==> src/common/vga_text_pkg.sv <==
`default_nettype none

package vga_text_pkg;

    // --------------------------------------------------
    // video timing, 640x480 at the pixel clock
    // --------------------------------------------------
    localparam int H_ACTIVE = 640;
    localparam int H_FRONT  = 16;
    localparam int H_SYNC   = 96;
    localparam int H_BACK   = 48;
    localparam int H_TOTAL  = H_ACTIVE + H_FRONT + H_SYNC + H_BACK;  // 800

    localparam int V_ACTIVE = 480;
    localparam int V_FRONT  = 10;
    localparam int V_SYNC   = 2;
    localparam int V_BACK   = 33;
    localparam int V_TOTAL  = V_ACTIVE + V_FRONT + V_SYNC + V_BACK;  // 525

    // --------------------------------------------------
    // tile geometry
    // --------------------------------------------------
    localparam int GLYPH_W        = 8;
    localparam int GLYPH_H        = 16;
    localparam int N_COLS         = H_ACTIVE / GLYPH_W;               // 80
    localparam int N_ROWS         = V_ACTIVE / GLYPH_H;               // 30
    localparam int CHARS_PER_WORD = 4;
    localparam int TEXT_WORDS     = N_COLS * N_ROWS / CHARS_PER_WORD; // 600

    // word address map of the bus
    localparam int FONT_BASE   = 'h000;
    localparam int FONT_WORDS  = 2048;  // 128 codes x 16 rows
    localparam int TEXT_BASE   = 'h800;
    localparam int COLOR_BASE  = 'hC00;
    localparam int COLOR_WORDS = 6;     // r bg, r fg, g bg, g fg, b bg, b fg

    localparam logic [3:0] COLOR_BG_RST = 4'h0;  // black background
    localparam logic [3:0] COLOR_FG_RST = 4'hF;  // white glyphs

    typedef logic [9:0]  coord_t;      // raster counter / position
    typedef logic [3:0]  color_t;      // one colour channel
    typedef logic [6:0]  char_code_t;
    typedef logic [7:0]  glyph_row_t;  // bit 7 is the leftmost pixel
    typedef logic [9:0]  text_addr_t;
    typedef logic [27:0] text_word_t;  // four packed codes, lane 0 in 6:0
    typedef logic [10:0] font_addr_t;  // {code, glyph row}
    typedef logic [11:0] wb_adr_t;
    typedef logic [31:0] wb_dat_t;

endpackage

`default_nettype wire
==> src/video/vga_timing.sv <==
`timescale 1ns/1ps
`default_nettype none

module vga_timing
    import vga_text_pkg::*;
(
    input  wire logic   clk_i,
    input  wire logic   rst_n_i,
    output coord_t      hc_o,      // horizontal position
    output coord_t      vc_o,      // vertical position
    output logic        active_o,  // (hc_o, vc_o) is visible
    output logic        hsync_o,   // active low
    output logic        vsync_o    // active low
);

    // --------------------------------------------------
    // sync window bounds
    // --------------------------------------------------
    localparam int HS_START = H_ACTIVE + H_FRONT;  // 656
    localparam int HS_END   = HS_START + H_SYNC;   // 752, exclusive
    localparam int VS_START = V_ACTIVE + V_FRONT;  // 490
    localparam int VS_END   = VS_START + V_SYNC;   // 492, exclusive

    coord_t hc_nxt;
    coord_t vc_nxt;

    // next raster position, flags are derived from it so they
    // line up with the registered counters
    always_comb begin
        hc_nxt = hc_o + 10'd1;
        vc_nxt = vc_o;
        if (hc_o == coord_t'(H_TOTAL - 1)) begin
            hc_nxt = '0;  // end of line
            if (vc_o == coord_t'(V_TOTAL - 1)) begin
                vc_nxt = '0;  // end of frame
            end else begin
                vc_nxt = vc_o + 10'd1;
            end
        end
    end

    always_ff @(posedge clk_i or negedge rst_n_i) begin
        if (!rst_n_i) begin
            hc_o     <= '0;
            vc_o     <= '0;
            active_o <= 1'b1;  // (0,0) is visible
            hsync_o  <= 1'b1;
            vsync_o  <= 1'b1;
        end else begin
            hc_o     <= hc_nxt;
            vc_o     <= vc_nxt;
            active_o <= (hc_nxt < coord_t'(H_ACTIVE)) && (vc_nxt < coord_t'(V_ACTIVE));
            hsync_o  <= !((hc_nxt >= coord_t'(HS_START)) && (hc_nxt < coord_t'(HS_END)));
            vsync_o  <= !((vc_nxt >= coord_t'(VS_START)) && (vc_nxt < coord_t'(VS_END)));
        end
    end

endmodule

`default_nettype wire

==> config.mk <==
export PLATFORM = sky130hd
export DESIGN_NAME = vga_timing
export DESIGN_NICKNAME = d
export VERILOG_FILES = /design/src/common/vga_text_pkg.sv /design/src/video/vga_timing.sv
export SDC_FILE = /design/constraint.sdc
export NUM_CORES = 1
export LEC_CHECK = 0
export ABC_AREA = 0
export BUFFER_PORTS_ARGS = -buffer_cell sky130_fd_sc_hd__buf_4
export CAP_MARGIN = 20
export CORE_ASPECT_RATIO = 1.5
export CORE_MARGIN = 8
export CORE_UTILIZATION = 49
export DETAILED_ROUTE_END_ITERATION = 10
export GPL_ROUTABILITY_DRIVEN = 0
export PLACE_DENSITY = 0.77
export SLEW_MARGIN = 20
export SYNTH_ARGS = -nofsm -noshare
export SYNTH_HDL_FRONTEND = slang
export SYNTH_SLANG_ARGS = --single-unit
==> constraint.sdc <==
create_clock -name clk_i -period 2.66 [get_ports clk_i]
set_input_delay 0.399 -clock clk_i [delete_from_list [all_inputs] [get_ports clk_i]]
set_output_delay 0.399 -clock clk_i [all_outputs]
set_load 0.01 [all_outputs]
; ---- After elaboration in Yosys (flattened, before gate mapping)
; Index checks and enable logic that the tools add are counted.
[op_classes]
add_sub_neg = 2
order_cmp = 6
n_eq_ne = 2
n_mux = 3
n_reduce_logical = 5
[op_table]
columns = op, count
row1 = two-way mux 10 bit, 3
row2 = adder 10 x 1 -> 10 bit (second input constant), 2
row3 = == test 10 bit (second input constant), 2
row4 = less-than comparator 10 bit (second input constant), 2
row5 = less-than comparator 10 x 9 -> 1 bit (second input constant), 2
row6 = greater-or-equal comparator 10 bit (second input constant), 1
row7 = greater-or-equal comparator 10 x 9 -> 1 bit (second input constant), 1
row8 = logical AND 1 bit, 3
row9 = zero test 1 bit, 2
[word_totals]
ff_bits = 23
out_inout_bits = 23
word_cells = 23

; ---- Longest topological paths before layout
; Gate-level depths: netlist (run 1).
[logic_depth]
word_depth = 6
ltp_mapped = 8

; ---- Least setup slack after synthesis (run 1)
; No wires, ideal clock.
[synth_path]
kind = register to register
startpoint = register hc_o[5]
endpoint = register vsync_o
setup_time_ns = 0.094
arrival_time_ns = 2.194
slack_ns = 0.372
path_stages_with_launch = 9
n_path_buf = 3
synth_period_minus_slack_ns = 2.288
cell_sequence = dfrtp_1 > buf_6 > or3_1 > buf_2 > or3_1 > buf_2 > nor2_2 > a41oi_1 > or4b_1
[synth_via]
elab_chain_len = 5
word_cells_on_any_way = 6
[synth_rtl]
columns = item, line_no
row1 = start: declaration, vga_timing.sv:9  ; output coord_t hc_o,
row2 = start signal: assignment, vga_timing.sv:50  ; hc_o <= hc_nxt;
row3 = == test 10 bit (*), vga_timing.sv:32  ; if (hc_o == coord_t'(H_TOTAL - 1)) begin
row4 = two-way mux 10 bit (*), vga_timing.sv:32
row5 = greater-or-equal comparator 10 x 9 -> 1 bit or less-than comparator 10 x 9 -> 1 bit (tied branches), vga_timing.sv:54  ; vsync_o <= !((vc_nxt >= coord_t'(VS_START)) && (vc_nxt < coord_t'(VS_END)));
row6 = logical AND 1 bit (*), vga_timing.sv:54
row7 = zero test 1 bit (*), vga_timing.sv:54
row8 = end signal: assignment, vga_timing.sv:54
row9 = end: declaration, vga_timing.sv:13  ; output logic vsync_o
; Every way passes the cells marked *; elsewhere a longest branch is shown, timed or not.

; ---- Final worst setup path (run 1)
[layout_path]
startpoint = register hc_o[0]
endpoint = register active_o
[layout_via]
elab_chain_len = 4
word_cells_on_any_way = 7
[layout_rtl]
columns = item, line_no
row1 = adder 10 x 1 -> 10 bit or == test 10 bit (tied branches), "vga_timing.sv:30, vga_timing.sv:32"
row2 = two-way mux 10 bit (*), vga_timing.sv:32
row3 = via hc_nxt[9], vga_timing.sv:24  ; coord_t hc_nxt;
row4 = less-than comparator 10 bit (*), vga_timing.sv:52  ; active_o <= (hc_nxt < coord_t'(H_ACTIVE)) && (vc_nxt < coord_t'(V_ACTIVE));
row5 = logical AND 1 bit (*), vga_timing.sv:52
row6 = end signal: assignment, vga_timing.sv:52
row7 = end: declaration, vga_timing.sv:11  ; output logic active_o,
; The timed path passes the listed nets; every way through them passes the cells marked *.

==> reports/metrics.csv, run 1 <==
stage;metric;value;unit
timing;relSlewSlack;0.727;
worst_setup_path;endpoint;active_o;
detailed_routing;vias_per_cell;5.83;
clock_tree;worstSkewPairLatency;260;ps
detailed_routing;drtIter0Drc;55;
worst_setup_path;critPathMaxFanout;6;
detailed_routing;ant_nets;0;
timing;finalCritPeriodShare;0.892;
clock_tree;cts_tree;done;
die;rows;23;
die;core_area;0.00262;mm^2
timing;finalCriticalPeriod;2370;ps
die;die_w;58.2;um
die;start_util;0.499;
timing;setup_viol;0;
clock_tree;cts.path.max_buffers;2;
hold_path;hold_class;input pin to asynchronous set/reset pin;
timing;finClkSkew;4.76;ps
layout;final_cell_mix;buf_4 (25), dfrtp_1 (20), nand2_1 (16), nor2_1 (12), nand3_1 (10);
clock_tree;cts_htree_levels;1;
synth;synth.distinct_cells;44;
pwr;p_clk_frac;0.372;
pwr;pwr-share-comb;0.013;
synth;syn_avg_cell_area;9.47;um^2
detailed_routing;first_pass_iters;4;
clock_tree;cts_resized;0;
synth;synth_flop_cell;dfrtp_1;
clock_tree;cts_sinks;23;
placement;place_ws;294;ps
layout;antenna_cells;0;
detailed_routing;wl_per_cell;15.8;um
layout;fin_util;0.593;
global_route;grt_pass1_vias;1165;
pwr;switching_share;0.195;
worst_setup_path;start_kind;flip-flop;
worst_setup_path;path_cells;ha_1 > nand4_1 > nor3_2 > buf_4 > o21ai_0 > a22o_1 > a211oi_1;
placement;place_hpwl;2.37;mm
worst_setup_path;crit_arrival;2520;ps
layout;layout_commonest_cell;buf_4;
worst_setup_path;crit_slowest_cell;nor3_2;
pwr;p_int;457;uW
placement;portBuffers;24;
timing;whs;15.5;ps
worst_setup_path;reg2reg_from;hc_o[0];
global_route;antenna_found_initial;0;
worst_setup_path;crit_required;2810;ps
pwr;p_switching;111;uW
timing;tightest_slew;407;ps
timing;tns;0;ps
synth;ys_seq_area_frac;0.443;
die;fp.dieArea;0.00461;mm^2
timing;rsz0062_at_grt;no;
worst_setup_path;max_stage_delay;450;ps
layout;drive_above_1_share;0.236;
flow_run;cap_violations;0;
clock_tree;cts_root_buffer;clkbuf_8;
worst_setup_path;r2r_slack;290;ps
synth;synth_edf_count;0;
global_route;overflow;0;
clock_tree;cts_setup_buffers;0;
pwr;worst_ir_drop_vdd;284;uV
global_route;grt_usage;0.142;
timing;final-hold-violation-count;0;
synth;syn_nets;143;
worst_setup_path;r2r_cells;7;
synth;async_flop_share;1.00;
layout;fin_nets;167;
clock_tree;cts_buffers;3;
clock_tree;ctsHoldBuffers;0;
timing;fmax;421;MHz
global_route;grt_pass1_wl;5.25;mm
clock_tree;clkTransAtPathRegs;80;ps
die;die_h;79.3;um
pwr;seq_power_share;0.615;
synth;synthCells;138;
die;io_pins;25;
global_route;grt_max_degree;24;
timing;setup_ws;287;ps
pwr;p_leak;0.672;nW
detailed_routing;vias;1155;
worst_setup_path;critPathCaptureType;flip-flop;
timing;final_max_slew_viol_count;0;
worst_setup_path;crit_type;flip-flop to flip-flop;
run_status;status;finished clean;
detailed_routing;wirelength;3.12;mm
pwr;pwr_density_cell;366;mW/mm^2
detailed_routing;drc;0;
synth;netlist_area;0.00131;mm^2
worst_setup_path;crit_start;hc_o[0];
synth;ys_seq_elements;23;
worst_setup_path;r2r_end;active_o;
layout;syn_to_final_growth;18.9;%
layout;fillers;231;
synth;ys_warn_count;0;
[worst min path at each step]
| stage | to | slack [ps] |
|---|---|---|
| final | vc_o[3] | 20 |
| after CTS | vc_o[2] | 20 |
| after global routing | vc_o[8] | 40 |
| after detailed placement | vc_o[2] | 310 |
| after floorplan | hc_o[0] | 100 |
| after global placement | vc_o[2] | 310 |
[power by group through the flow]
stage | clock, mW | sequential (mW) | combinational (mW)
after floorplan | 0 | 0.356 | 0.000000239
after global placement | 0 | 0.356 | 0.00794
after detailed placement | 0 | 0.356 | 0.00796
after CTS | 0.219 | 0.350 | 0.00792
after global routing | 0.226 | 0.350 | 0.00916
final | 0.211 | 0.350 | 0.00747
[kinds of logic after synthesis]
| kind of cell | share of synthesized area |
|---|---|
| compound gates | 0.118 |
| flops | 0.443 |
| xor+xnor | 0.0603 |
| buf+inv | 0.0392 |
| simple gates | 0.278 |
| fa+ha+maj | 0.0287 |
| mux | 0.0325 |
[cell usage after synthesis (3+ instances only)]
cell type / n / area, um^2
dfstp_2: 3 / 78.8
ha_1: 3 / 37.5
nand3_1: 10 / 50.1
nor4_1: 5 / 31.3
inv_1: 5 / 18.8
dfrtp_1: 20 / 500
o21ai_0: 7 / 35.0
nand2_1: 16 / 60.1
xor2_1: 7 / 61.3
or3_1: 4 / 25.0
nand4_1: 4 / 25.0
nor2_1: 12 / 45.0
[state kept, by name (all words and copies together) (netlist names)]
| name | count |
|---|---|
| hc_o | 10 |
| hsync_o | 1 |
| active_o | 1 |
| vsync_o | 1 |
| vc_o | 10 |
[metal layers]
layer,wire [um],part of all wire,GRT usage
met5,0,0,0
met4,77,0.025,0.0690
met3,185,0.059,0.0404
met2,1620,0.52,0.257
met1,1240,0.40,0.144
[area by class of cell]
| class | count | area [um^2] | area share |
|---|---|---|---|
| flip-flops and latches | 23 | 579 | 0.373 |
| inverters | 5 | 18.8 | 0.0121 |
| well taps | 37 | 46.3 | 0.0298 |
| multi-input cells | 104 | 677 | 0.436 |
| repair buffers | 25 | 188 | 0.121 |
| clock buffers | 4 | 45.0 | 0.0290 |
[stage by stage]
stage | cell area [um^2] | power [mW] | instances
after floorplan | 1310 | 0.356 | 138
after detailed placement | 1510 | 0.364 | 194
after CTS | 1550 | 0.576 | 198
final | 1550 | 0.568 | 198
after global placement | 1510 | 0.364 | 194
after global routing | 1550 | 0.585 | 198
[critical path, delay by kind of cell (launching register included)]
family	cells	cell delay (ps)
and+or+nand+nor	2	700
AOI/OAI and AO/OA	3	640
DFF	1	420
buffers and inverters	1	220
adders and majority gates	1	270
No activity file was read; power rests on OpenSTA's default activity.
==> run 2: changes to the inputs <==
- PLACE_DENSITY: 0.77 -> 0.8
- clock period: 2.66 -> 2.1 ns (I/O delays scaled with it)
==> run 2 against run 1 <==
Net effect:
- first-iteration DRC count down 7.3%
- worst hold slack better by 450 ps
- worst setup slack worse by 350 ps
- largest cell class unchanged
- power up 28%
- sequential share of layout area down 5.6 points
- global-route usage up 2.2 points
- the run now ends with negative setup slack left
- final cell count up 16%
- routed wire length up 19%
- die area unchanged
- count of clock-buffer cells in the layout unchanged
==> reports/metrics.csv, run 2 (synthesis gave the netlist of run 1 again) <==
stage;metric;value;unit;change
worst_setup_path;critPathMaxFanout;6;;unchanged
pwr;seq_power_share;0.609;;-0.006
layout;final_cell_mix;buf_4 (55), dfrtp_1 (17), nand2_1 (16), nor2_1 (12), nand3_1 (10);;
clock_tree;cts_tree;done;;
timing;finClkSkew;5.26;ps;+0.499 ps
pwr;p_leak;0.864;nW;+28%
timing;setup_viol;1;;+1
global_route;grt_pass1_vias;1354;;+16%
global_route;grt_pass1_wl;5.98;mm;+14%
placement;placed_cells;215;;+11%
clock_tree;worstSkewPairLatency;270;ps;about the same
detailed_routing;vias_per_cell;5.69;;-2.5%
die;io_pins;25;;unchanged
timing;final_max_slew_viol_count;0;;unchanged
clock_tree;clkTransAtPathRegs;80;ps;about the same
worst_setup_path;critPathCaptureType;flip-flop;;
worst_setup_path;crit_arrival;2340;ps;-180 ps
detailed_routing;first_pass_iters;4;;unchanged
pwr;p_clk_frac;0.376;;+0.004
run_status;status;finished, violations left;;
layout;stdcell_area;0.00184;mm^2;+18%
clock_tree;cts_root_buffer;clkbuf_8;;
pwr;p_int;581;uW;+27%
detailed_routing;drtIter0Drc;51;;-7.3%
die;rows;23;;unchanged
clock_tree;cts.path.max_buffers;2;;unchanged
pwr;fin_total_pwr;727;uW;+28%
layout;finalNonFillerCells;229;;+16%
die;die_w;58.2;um;unchanged
timing;fmax;463;MHz;+9.9%
global_route;overflow;0;;unchanged
layout;fin_nets;198;;+19%
layout;layout_commonest_cell;buf_4;;
placement;dpl_cell_area;0.00168;mm^2;+11%
timing;finalCritPeriodShare;1.03;;+0.136
clock_tree;cts_buffers;3;;unchanged
clock_tree;cts_sinks;23;;unchanged
global_route;grt_max_degree;24;;unchanged
timing;tightest_slew;335;ps;-72.2 ps
worst_setup_path;r2r_cells;5;;-2
placement;place_hpwl;2.61;mm;+10%
layout;reg_top3;hc_o: 10 flops, vc_o: 10 flops;;
timing;relSlewSlack;0.775;;+0.0479
timing;rsz0062_at_grt;yes;;
pwr;switching_share;0.201;;+0.00595
die;start_util;0.499;;unchanged
detailed_routing;drc;0;;unchanged
worst_setup_path;reg2reg_from;hc_o[5];;
run_status;violations;negative setup slack;;
layout;drive_above_1_share;0.396;;+0.160
timing;setup_ws;-58.0;ps;-345 ps
worst_setup_path;start_kind;flip-flop;;
pwr;pwr-share-comb;0.015;;+0.002
layout;syn_to_final_growth;40.6;%;
detailed_routing;vias;1302;;+13%
hold_path;hold_class;input pin to asynchronous set/reset pin;;
clock_tree;cts_htree_levels;1;;unchanged
worst_setup_path;crit_start;hc_o[5];;
detailed_routing;wl_per_cell;16.2;um;+2.6%
layout;antenna_cells;0;;unchanged
pwr;worst_ir_drop_vdd;385;uV;+36%
timing;final-hold-violation-count;0;;unchanged
die;fp.dieArea;0.00461;mm^2;unchanged
worst_setup_path;crit_type;flip-flop to flip-flop;;
worst_setup_path;crit_required;2280;ps;-530 ps
detailed_routing;ant_nets;0;;unchanged
timing;tns;-58.0;ps;-58.0 ps
detailed_routing;wirelength;3.70;mm;+19%
flow_run;cap_violations;0;;unchanged
global_route;grt_usage;0.165;;+0.0225
die;die_h;79.3;um;unchanged
die;core_area;0.00262;mm^2;unchanged
global_route;antenna_found_initial;0;;unchanged
timing;finalCriticalPeriod;2160;ps;-215 ps
pwr;p_switching;146;uW;+32%
worst_setup_path;r2r_slack;-60;ps;-350 ps
placement;portBuffers;24;;unchanged
pwr;pwr_density_cell;396;mW/mm^2;+8.2%
run 2: changes by cell type in the layout (fill, tap and decap cells not counted), moves of 2 or more:
cell | before | now
buf_4 | 25 | 55
dfrtp_1 | 20 | 17
dfrtp_2 | 0 | 3
nor4_1 | 5 | 3
or3_1 | 4 | 2
or3_4 | 0 | 2
run 2: worst max-delay path, stage by stage, from the launching register on:
cell and delay, ps:
dfrtp_1 390, or3_4 450, nor4_2 290, xor2_1 290, and3b_1 220, or4b_1 440
run 2: layer usage:
layer,global-route usage,up-vias,wire length [um],part of all wire
met5,0,-,0,0
met4,0.0936,0,145,0.039
met3,0.0388,15,168,0.045
met2,0.295,44,1990,0.54
met1,0.169,636,1400,0.38
li1,-,607,-,-
run 2: power groups by stage:
stage	sequential [mW]	clock [mW]	combinational, mW
after floorplan	0.451	0	0.000000264
after global placement	0.451	0	0.0102
after detailed placement	0.451	0	0.0103
after CTS	0.443	0.283	0.0118
after global routing	0.443	0.304	0.0131
final	0.443	0.274	0.0109
run 2: timing repair:
| action | in CTS | in global routing |
|---|---|---|
| hold buffers | 1 | 0 |
| endpoints found under the hold margin | 20 | 0 |
| setup endpoints to repair | 1 | 3 |
| gates resized for setup | 4 | 3 |
| buffers inserted | 4 | 5 |
| pin swaps | 7 | 6 |
run 2: path summary, 6_finish.rpt:
kind	endpoint
worst min register to register	hc_o[1]
worst min-delay path	vc_o[2]
max in group asynchronous	hsync_o
min in group clk_i	hc_o[1]
worst max-delay path	vsync_o
worst max register to register	vsync_o
run 2: area by class of cell:
type                       count  area (um^2)
clock buffer                   4         45.0
fill                         184          781
inverter                       5         18.8
multi-input combinational    104          722
sequential                    23          583
tap                           37         46.3
timing repair buffer          56          423
run 2: per-stage QoR:
| stage | utilization | hold WS (ps) | worst slack, ps |
|---|---|---|---|
| finish | 0.702 | 470 | -58.0 |
| global route | 0.702 | 497 | -82.5 |
| CTS | 0.683 | 479 | 39.2 |
| detailed placement | 0.642 | 225 | -26.4 |
| global placement | 0.642 | 224 | 8.34 |
| floorplan | - | 19.4 | -94.5 |
