===== src/common/vga_text_pkg.sv =====
`default_nettype none

package vga_text_pkg;

    // --------------------------------------------------
    // video timing, 640x480 at the pixel clock
    // --------------------------------------------------
    localparam int H_ACTIVE = 640;
    localparam int H_FRONT  = 16;
    localparam int H_SYNC   = 96;
    localparam int H_BACK   = 48;
    localparam int H_TOTAL  = H_ACTIVE + H_FRONT + H_SYNC + H_BACK;  // 800

    localparam int V_ACTIVE = 480;
    localparam int V_FRONT  = 10;
    localparam int V_SYNC   = 2;
    localparam int V_BACK   = 33;
    localparam int V_TOTAL  = V_ACTIVE + V_FRONT + V_SYNC + V_BACK;  // 525

    // --------------------------------------------------
    // tile geometry
    // --------------------------------------------------
    localparam int GLYPH_W        = 8;
    localparam int GLYPH_H        = 16;
    localparam int N_COLS         = H_ACTIVE / GLYPH_W;               // 80
    localparam int N_ROWS         = V_ACTIVE / GLYPH_H;               // 30
    localparam int CHARS_PER_WORD = 4;
    localparam int TEXT_WORDS     = N_COLS * N_ROWS / CHARS_PER_WORD; // 600

    // word address map of the bus
    localparam int FONT_BASE   = 'h000;
    localparam int FONT_WORDS  = 2048;  // 128 codes x 16 rows
    localparam int TEXT_BASE   = 'h800;
    localparam int COLOR_BASE  = 'hC00;
    localparam int COLOR_WORDS = 6;     // r bg, r fg, g bg, g fg, b bg, b fg

    localparam logic [3:0] COLOR_BG_RST = 4'h0;  // black background
    localparam logic [3:0] COLOR_FG_RST = 4'hF;  // white glyphs

    typedef logic [9:0]  coord_t;      // raster counter / position
    typedef logic [3:0]  color_t;      // one colour channel
    typedef logic [6:0]  char_code_t;
    typedef logic [7:0]  glyph_row_t;  // bit 7 is the leftmost pixel
    typedef logic [9:0]  text_addr_t;
    typedef logic [27:0] text_word_t;  // four packed codes, lane 0 in 6:0
    typedef logic [10:0] font_addr_t;  // {code, glyph row}
    typedef logic [11:0] wb_adr_t;
    typedef logic [31:0] wb_dat_t;

endpackage

`default_nettype wire

===== src/video/vga_pixel_pipe.sv =====
`timescale 1ns/1ps
`default_nettype none

module vga_pixel_pipe
    import vga_text_pkg::*;
(
    input  wire logic clk_i,
    input  wire logic rst_n_i,
    // raster from vga_timing
    input  coord_t    hc_i,
    input  coord_t    vc_i,
    input  wire logic active_i,
    input  wire logic hsync_i,
    input  wire logic vsync_i,
    // memory lookups, both answer one clock later
    output text_addr_t text_addr_o,
    input  text_word_t text_rdata_i,
    output font_addr_t font_addr_o,
    input  glyph_row_t font_rdata_i,
    // colour registers
    input  color_t    red_bg_i,
    input  color_t    red_fg_i,
    input  color_t    green_bg_i,
    input  color_t    green_fg_i,
    input  color_t    blue_bg_i,
    input  color_t    blue_fg_i,
    // video out
    output color_t    red_o,
    output color_t    green_o,
    output color_t    blue_o,
    output logic      hsync_o,
    output logic      vsync_o,
    output logic      de_o
);

    localparam int CODE_W = $bits(char_code_t);

    // --------------------------------------------------
    // stage 0: tile number and text fetch
    // --------------------------------------------------
    logic [11:0] tile;      // row*80 + col, up to 2399 when visible
    logic [1:0]  s0_lane;   // character within the text word
    logic [3:0]  s0_grow;   // glyph row
    logic [2:0]  s0_px;     // pixel within glyph
    logic        s0_act, s0_hs, s0_vs;

    always_comb begin
        tile = 12'(vc_i / GLYPH_H) * 12'(N_COLS) + 12'(hc_i / GLYPH_W);
    end

    assign text_addr_o = active_i ? tile[11:2] : '0;  // blanking reads word 0

    always_ff @(posedge clk_i) begin
        s0_lane <= tile[1:0];
        s0_grow <= vc_i[3:0];
        s0_px   <= hc_i[2:0];
    end

    // --------------------------------------------------
    // stage 1: pick the code, fetch the glyph row
    // --------------------------------------------------
    char_code_t code;
    logic [2:0] s1_px;
    logic       s1_act, s1_hs, s1_vs;

    assign code        = text_rdata_i[s0_lane*CODE_W +: CODE_W];
    assign font_addr_o = {code, s0_grow};

    always_ff @(posedge clk_i) begin
        s1_px <= s0_px;
    end

    // stage 2, bit 7 of the row is the leftmost pixel
    logic pix_on;
    assign pix_on = font_rdata_i[3'd7 - s1_px];

    // sync / enable delay line plus the registered colour stage
    always_ff @(posedge clk_i or negedge rst_n_i) begin
        if (!rst_n_i) begin
            {s0_act, s1_act, de_o}     <= '0;
            {s0_hs, s1_hs, hsync_o}    <= '1;  // syncs idle high
            {s0_vs, s1_vs, vsync_o}    <= '1;
            red_o   <= '0;
            green_o <= '0;
            blue_o  <= '0;
        end else begin
            s0_act  <= active_i;
            s0_hs   <= hsync_i;
            s0_vs   <= vsync_i;
            s1_act  <= s0_act;
            s1_hs   <= s0_hs;
            s1_vs   <= s0_vs;
            de_o    <= s1_act;
            hsync_o <= s1_hs;
            vsync_o <= s1_vs;
            red_o   <= !s1_act ? '0 : (pix_on ? red_fg_i   : red_bg_i);    // black in blanking
            green_o <= !s1_act ? '0 : (pix_on ? green_fg_i : green_bg_i);
            blue_o  <= !s1_act ? '0 : (pix_on ? blue_fg_i  : blue_bg_i);
        end
    end

endmodule

`default_nettype wire


===== config.mk =====
export PLATFORM = sky130hd
export DESIGN_NAME = vga_pixel_pipe
export DESIGN_NICKNAME = d
export VERILOG_FILES = /design/src/common/vga_text_pkg.sv /design/src/video/vga_pixel_pipe.sv
export SDC_FILE = /design/constraint.sdc
export NUM_CORES = 1
export LEC_CHECK = 0
export BUFFER_PORTS_ARGS = -buffer_cell sky130_fd_sc_hd__buf_2
export CORE_MARGIN = 2
export CORE_UTILIZATION = 43
export DETAILED_ROUTE_END_ITERATION = 16
export PLACE_DENSITY = 0.93
export SYNTH_ARGS = -nofsm -noshare
export SYNTH_HDL_FRONTEND = slang
export SYNTH_SLANG_ARGS = --single-unit

===== constraint.sdc =====
create_clock -name clk_i -period 6.5 [get_ports clk_i]
set_input_delay 1.3 -clock clk_i [delete_from_list [all_inputs] [get_ports clk_i]]
set_output_delay 1.3 -clock clk_i [all_outputs]
set_load 0.02 [all_outputs]

* After elaboration in Yosys (flattened, before gate mapping)
Cells that the tools add are included.
** Storage, ports and cells
- Register bits :: 33
- Word-level logic and storage cells :: 31
- Input port bits :: 85
- Output and inout bits :: 36
** Operators by class
- Multipliers :: 2
- Add/subtract/negate cells :: 2
- Shift operators :: 1
- Order comparisons :: 1
- Mux-type cells :: 9
** Operator list (count)
- 28-bit by 6-bit variable part select with 7-bit output :: 1
- 4-bit 2-to-1 mux :: 6
- 12-bit by 7-bit adder with 12-bit output :: 1
- 10-bit 2-to-1 mux :: 1
- 6-bit by 3-bit multiplier with 8-bit output, second input constant :: 1
- 2-bit by 3-bit multiplier with 5-bit output, second input constant :: 1
- 3-bit by 4-bit < comparator with 1-bit output, second input constant :: 1
- 1-bit binary-select mux with 3-bit select :: 1
- 3-bit subtractor, first input constant :: 1
- 1-bit 2-to-1 mux :: 1

* Logic depth before layout (Yosys ltp)
Gate-level depths: netlist of run 1.
- Depth in word-level cells :: 5
- Depth in mapped cells :: 9
- Mapped depth without buffers :: 9

* Worst setup path after synthesis of run 1
Ideal clock, no wire load.
- Kind :: input-to-output
- Start :: in vc_i[5]
- End :: out text_addr_o[9]
- Required time :: 5200 ps
- Slack :: 2020 ps
- Arrival time :: 3180 ps
- Cell stages on the path :: 9
- Path buffers :: 0
- Path through :: ha_1 -> ha_1 -> inv_1 -> fa_1 -> nand2b_1 -> nor2_1 -> nor4b_1 -> xnor2_1 -> and2_1
** On the way
- Longest elaborated chain between the ends :: 3
** Ends and longest elaborated chain
- start: declaration :: line vga_pixel_pipe.sv:11 : input coord_t vc_i,
- 6-bit by 3-bit multiplier with 8-bit output :: line vga_pixel_pipe.sv:48 : tile = 12'(vc_i / GLYPH_H) * 12'(N_COLS) + 12'(hc_i / GLYPH_W);
- 12-bit by 7-bit adder with 12-bit output :: line vga_pixel_pipe.sv:48
- 10-bit 2-to-1 mux :: line vga_pixel_pipe.sv:51 : assign text_addr_o = active_i ? tile[11:2] : '0;
- end: declaration :: line vga_pixel_pipe.sv:16 : output text_addr_t text_addr_o,
No other way between the ends.

* Final worst setup path of run 1
Ends and elaborated chain as after synthesis.

==> flow_metrics.py, run 1 <==
metrics = {
    "clocking": {
        "cts_hold_buffers": 0,
        "postCtsSetupBuffers": 0,
        "cts_buffer_depth": 2,
        "clock_latency_ns": 0.27,
        "cts_sinks": 33,
        "cts_buffers": 5,
        "cts-root-buf": "clkbuf_8",
        "cts_tree": "built",
        "htree_num_levels": 2,
        "path_clk_slew_ns": 0.06,
        "cts_resized": 0,
    },
    "place": {
        "placed_area_mm2": 0.00229,
        "place_congestion": 0.810,
        "pre_cts_slack_ns": 1.67,
        "dp_hpwl_um": 3580,
        "port_buffers": 120,
    },
    "power": {
        "p_leak_nw": 1.27,
        "power.share.clock_pct": 28.3,
        "switchingPower_mw": 0.146,
        "swShare_pct": 27.9,
        "power_mw": 0.522,
        "pwr-share-comb_pct": 28.6,
        "power_density_mw_per_mm2": 219,
        "internal-power_mw": 0.376,
        "power_frac_seq_pct": 43.1,
        "ir_drop_mv": 0.112,
    },
    "finish": {
        "area.sequential_um2": 773,
        "fill_cells": 290,
        "multi_input_area_um2": 832,
        "layout_common_cells": "buf_2, nor2b_1, dfrtp_1, mux2i_1, dfxtp_1",
        "layout-drive-gt1-share_pct": 55.8,
        "post-route-util_pct": 64.6,
        "stdcell_area_mm2": 0.00238,
        "area_growth_pct": 43.3,
        "final_common_cell": "buf_2",
        "n_antenna_cell": 0,
        "fin_nets": 348,
    },
    "floorplanning": {
        "pin_count": 121,
        "core_mm2": 0.00369,
        "rows": 22,
        "die_w_um": 66.2,
        "die_area_mm2": 0.00438,
        "initial_core_util_pct": 45.1,
        "die_h_um": 66.2,
    },
    "setup_path": {
        "cp_cell_sequence": "buf_2 > ha_1 > ha_1 > inv_1 > fa_1 > nand2b_1 > nor2_1 > nor4b_1 > xnor2_1 > and2_1 > buf_2",
        "cpPeakStageDelay_ns": 0.45,
        "reg2reg_from": "s1_px[1]",
        "reg2reg_depth": 4,
        "worstPathArrival_ns": 3.52,
        "rr_endpoint": "red_o[3]",
        "path_max_fanout": 3,
        "end_kind": "output pin",
        "worstSetupPathType": "input port to output pin",
        "start_kind": "input port",
        "critPathSlowestCell": "fa_1",
        "ff2ff_setup_slack_ns": 4.54,
        "worst-endpoint-required_ns": 5.20,
    },
    "yosys": {
        "syn_inst": 127,
        "synth_top_area_share_pct": 22.6,
        "syn_avg_cell_area_um2": 13.1,
        "synth_area_mm2": 0.00166,
        "synthTopCellsByArea": "dfrtp_1, dfxtp_1, dfstp_2",
        "yosys.area.top_type": "dfrtp_1",
        "ys_warn_count": 0,
        "synth.net_count": 225,
        "yosysSeqAreaShare_pct": 46.5,
        "ys_types": 26,
        "synth_seq_cells": 33,
    },
    "hold_path": {
        "min_from": "s0_px[1]",
        "hold_path.class": "flip-flop to flip-flop",
        "min_to": "s1_px[1]",
        "hold_path_depth": 0,
    },
    "timing": {
        "worstMarginPinSlew_ns": 0.635,
        "setup_viol": 0,
        "finalCritPeriodShare_pct": 74.2,
        "slew-limit-headroom_pct": 56.8,
        "finalCriticalPeriod_ns": 4.82,
        "fmax_ghz": 0.207,
        "hold_violations": 0,
        "rsz0062_at_grt": "no",
        "worst_slack_ns": 1.68,
        "setup_tns_ns": 0,
        "maxSlewViolCount": 0,
        "finClkSkew_ns": 0.00529,
    },
    "route": {
        "via_per_inst": 4.76,
        "antenna_left": 0,
        "vias": 1422,
        "first_pass_iters": 4,
        "wire_per_inst_um": 13.9,
        "drc": 0,
        "drt_iter0_markers": 46,
        "wl_um": 4150,
    },
    "outcome": {
        "status": "complete, no violations",
    },
    "global_routing": {
        "grt_pass1_wl_um": 6090,
        "track_usage_pct": 19.2,
        "grt_pass1_vias": 1445,
        "grt-ovfl-total": 0,
        "grt_max_degree": 22,
        "antenna_found_initial": 0,
    },
    "flow_run": {
        "max-cap-violations": 0,
    },
}
metrics by stage:
| stage | hold WS [ns] | instances |
|---|---|---|
| global route | 0.345 | 299 |
| CTS | 0.329 | 299 |
| global placement | 0.310 | 291 |
| detailed placement | 0.322 | 291 |
| floorplan | 0.310 | 127 |
| finish | 0.329 | 299 |
worst max path at each step:
stage | startpoint | endpoint | slack [ns]
after floorplan | vc_i[5] | text_addr_o[9] | 2.02
after global placement | vc_i[5] | text_addr_o[9] | 1.79
after detailed placement | vc_i[5] | text_addr_o[9] | 1.67
after CTS | vc_i[5] | text_addr_o[9] | 1.66
after global routing | vc_i[5] | text_addr_o[9] | 1.52
final | vc_i[5] | text_addr_o[9] | 1.68
power groups by stage:
| stage | clock network (mW) | registers, mW | logic, mW |
|---|---|---|---|
| floorplan | 0 | 0.237 | 0.0845 |
| global placement | 0 | 0.228 | 0.146 |
| detailed placement | 0 | 0.229 | 0.150 |
| CTS | 0.152 | 0.225 | 0.151 |
| global route | 0.160 | 0.227 | 0.161 |
| finish | 0.148 | 0.225 | 0.149 |
per-layer routing:
metal | vias up | part of all wire (%) | GRT usage (%)
met4 | 0 | 1.2 | 7.65
met2 | 83 | 56 | 41.4
met3 | 6 | 12 | 6.30
met5 | - | 0 | 0
met1 | 650 | 30 | 14.5
li1 | 683 | - | -
kinds of logic (layout without fill, tap and decap cells):
logic type	count (synthesis)	in the layout	synth area share [%]
AOI/OAI and AO/OA	7	7	2.26
xor gates and xnor gates	7	7	3.69
adders and majority gates	13	13	10.7
buffers and inverters	11	135	3.46
DFF	33	33	46.5
muxes	22	22	21.2
and+or+nand+nor	34	34	12.2
critical path: cells and delay by family:
family	cells	cell delay (ns)
XOR/XNOR	1	0.15
adder cells (fa/ha/maj)	3	0.98
buffers and inverters	3	0.34
AND/OR/NAND/NOR	4	0.75
layout make-up:
cell class	instances	area share [%]
Multi-Input combinational cell	83	34.9
Inverter	7	1.10
Sequential cell	33	32.5
Timing Repair Buffer	120	25.2
Clock buffer	8	3.78
Tap cell	48	2.52
state kept, by name (all words and copies together), names as in the netlist, 2 cells and up:
signal,count
blue_o,4
green_o,4
red_o,4
s0_grow,4
s0_lane,2
s0_px,3
s1_px,3
synth_stat cells (all sizes together):
library cell	count
nand2b	2
a21o	1
nor2b	15
mux2i	13
nor4b	1
buf	2
clkbuf	2
o21ai	2
inv	7
xor2	2
nor2	5
nor3b	1
dfstp	6
nand3	1
and3	1
dfxtp	12
dfrtp	15
xnor2	5
and2	8
a21oi	4
fa	2
ha	11
mux4	9
(Power assumes the default switching activity.)
==> inputs of run 2 (changes only) <==
--- a/config.mk
+++ b/config.mk
@@ -7,9 +7,9 @@
 export LEC_CHECK = 0
 export BUFFER_PORTS_ARGS = -buffer_cell sky130_fd_sc_hd__buf_2
 export CORE_MARGIN = 2
-export CORE_UTILIZATION = 43
+export CORE_UTILIZATION = 40
 export DETAILED_ROUTE_END_ITERATION = 16
-export PLACE_DENSITY = 0.93
+export PLACE_DENSITY = 0.88
 export SYNTH_ARGS = -nofsm -noshare
 export SYNTH_HDL_FRONTEND = slang
 export SYNTH_SLANG_ARGS = --single-unit
==> constraint.sdc (replaced) <==
create_clock -name clk_i -period 4.75 [get_ports clk_i]
set_input_delay 0.95 -clock clk_i [delete_from_list [all_inputs] [get_ports clk_i]]
set_output_delay 0.95 -clock clk_i [all_outputs]
set_load 0.02 [all_outputs]
==> run 2 against run 1 <==
Against the previous run:
- non-clock buffer count stayed put
- worst setup slack worse by 1.0 ns
- critical path depth stayed put
- critical endpoint unchanged
- largest power group unchanged
==> flow_metrics.py, run 2 (synthesized netlist as in run 1, its figures left out) <==
metrics = {
    "outcome": {
        "status": "complete, no violations",
    },
    "setup_path": {
        "crit_start": "vc_i[5]",
        "ff2ff_setup_slack_ns": 2.71,
        "reg2reg_depth": 4,
        "worstPathArrival_ns": 3.17,
        "reg2reg_from": "s1_px[1]",
        "path_max_fanout": 3,
        "cp_cell_sequence": "buf_2 > ha_1 > ha_1 > inv_1 > fa_1 > nand2b_1 > nor2_1 > nor4b_1 > xnor2_1 > and2_1 > buf_2",
        "end_kind": "output pin",
        "rr_endpoint": "red_o[3]",
        "worstSetupPathType": "input port to output pin",
        "worst-endpoint-required_ns": 3.80,
        "cpPeakStageDelay_ns": 0.44,
        "start_kind": "input port",
        "critPathSlowestCell": "fa_1",
        "worstSetupEndpoint": "text_addr_o[9]",
    },
    "global_routing": {
        "grt-ovfl-total": 0,
        "grt_pass1_wl_um": 6140,
        "busiest_layer": "met2",
        "use_met1_pct": 16.5,
        "grt_pass1_vias": 1413,
        "grt_use_met2_pct": 37.1,
        "track_usage_pct": 18.7,
        "grt_use_met3_pct": 7.24,
        "grt_max_degree": 22,
        "antenna_found_initial": 0,
    },
    "clocking": {
        "cts_sinks": 33,
        "path_clk_slew_ns": 0.06,
        "cts_tree": "built",
        "cts_buffers": 5,
        "cts-root-buf": "clkbuf_8",
        "clock_latency_ns": 0.28,
        "cts_buffer_depth": 2,
        "htree_num_levels": 2,
        "cts_resized": 0,
        "cts_hold_buffers": 0,
        "postCtsSetupBuffers": 0,
    },
    "place": {
        "dpl.cell_count": 293,
        "place_congestion": 0.763,
        "port_buffers": 120,
        "pre_cts_slack_ns": 0.634,
        "dp_hpwl_um": 3600,
    },
    "hold_path": {
        "hold_path.class": "flip-flop to flip-flop",
        "min_from": "s0_px[2]",
    },
    "finish": {
        "fin_nets": 348,
        "area.sequential_um2": 773,
        "fill_cells": 356,
        "layout_common_cells": "buf_2, nor2b_1, dfrtp_1, mux2i_1, dfxtp_1",
        "layout-drive-gt1-share_pct": 56.6,
        "final_common_cell": "buf_2",
        "stdcell_count": 301,
        "area_growth_pct": 46.0,
        "post-route-util_pct": 60.7,
        "n_antenna_cell": 0,
        "multi_input_area_um2": 832,
    },
    "timing": {
        "setup_viol": 0,
        "finalCritPeriodShare_pct": 86.8,
        "maxSlewViolCount": 0,
        "finClkSkew_ns": 0.00455,
        "rsz0062_at_grt": "no",
        "hold_violations": 0,
        "setup_tns_ns": 0,
        "finalCriticalPeriod_ns": 4.12,
        "worstMarginPinSlew_ns": 0.658,
        "fmax_ghz": 0.243,
        "worst_slack_ns": 0.629,
        "slew-limit-headroom_pct": 55.2,
        "whs_ns": 0.327,
    },
    "power": {
        "power_density_mw_per_mm2": 337,
        "internal-power_mw": 0.605,
        "power.share.clock_pct": 37.4,
        "switchingPower_mw": 0.214,
        "swShare_pct": 26.1,
        "ir_drop_mv": 0.128,
        "p_leak_nw": 1.29,
        "pwr-share-comb_pct": 24.9,
        "power_frac_seq_pct": 37.7,
    },
    "floorplanning": {
        "die_area_mm2": 0.00469,
        "die_w_um": 68.5,
        "pin_count": 121,
        "rows": 23,
        "die_h_um": 68.5,
        "core_mm2": 0.00400,
        "initial_core_util_pct": 41.6,
    },
    "route": {
        "antenna_left": 0,
        "drc": 0,
        "wl_um": 4320,
        "drt_iter0_markers": 59,
        "wire_per_inst_um": 14.3,
        "first_pass_iters": 4,
        "vias": 1420,
        "via_per_inst": 4.72,
    },
    "flow_run": {
        "max-cap-violations": 0,
    },
}
-- run 2: cell count changes in the layout (fill, tap and decap cells not counted) --
cell / change
clkinv_2: +1
clkbuf_8: -1
bufinv_16: +2
clkbuf_1: -2
-- run 2: through the flow --
step | cell area, um^2 | total power, mW
final | 2430 | 0.819
after global routing | 2430 | 0.864
after CTS | 2430 | 0.828
after detailed placement | 2290 | 0.519
after global placement | 2290 | 0.513
after floorplan | 1660 | 0.440
-- run 2: how the worst min path moves through the flow --
stage	endpoint	slack [ns]	cells after the start
floorplan	s1_px[0]	0.31	0
global placement	s1_px[0]	0.31	0
detailed placement	s1_px[2]	0.31	0
CTS	s1_px[2]	0.33	0
global route	s1_px[2]	0.33	0
finish	s1_px[2]	0.33	0
-- run 2: cell type report --
class                   count  share of cell area, %
well taps                  50                   2.58
flip-flops and latches     33                   31.8
clock inverters             3                   2.68
multi-input cells          83                   34.3
clock buffers               5                   2.83
inverters                   7                   1.08
repair buffers            120                   24.7
-- run 2: power groups by stage --
stage | sequential (mW) | combinational, mW | clock [mW]
floorplan | 0.325 | 0.116 | 0
global placement | 0.313 | 0.199 | 0
detailed placement | 0.314 | 0.205 | 0
CTS | 0.309 | 0.207 | 0.313
global route | 0.311 | 0.224 | 0.329
finish | 0.309 | 0.204 | 0.306
-- run 2: critical path, delay by kind of cell --
kind	cells	cell delay [ns]
buf+inv	3	0.35
xor+xnor	1	0.16
simple gates	4	0.75
fa+ha+maj	3	0.97
-- run 2: metal layers --
metal / wire length, um / part of all wire (%)
met1: 1430 / 33
met2: 2330 / 54
met3: 492 / 11
met4: 67 / 1.6
met5: 0 / 0
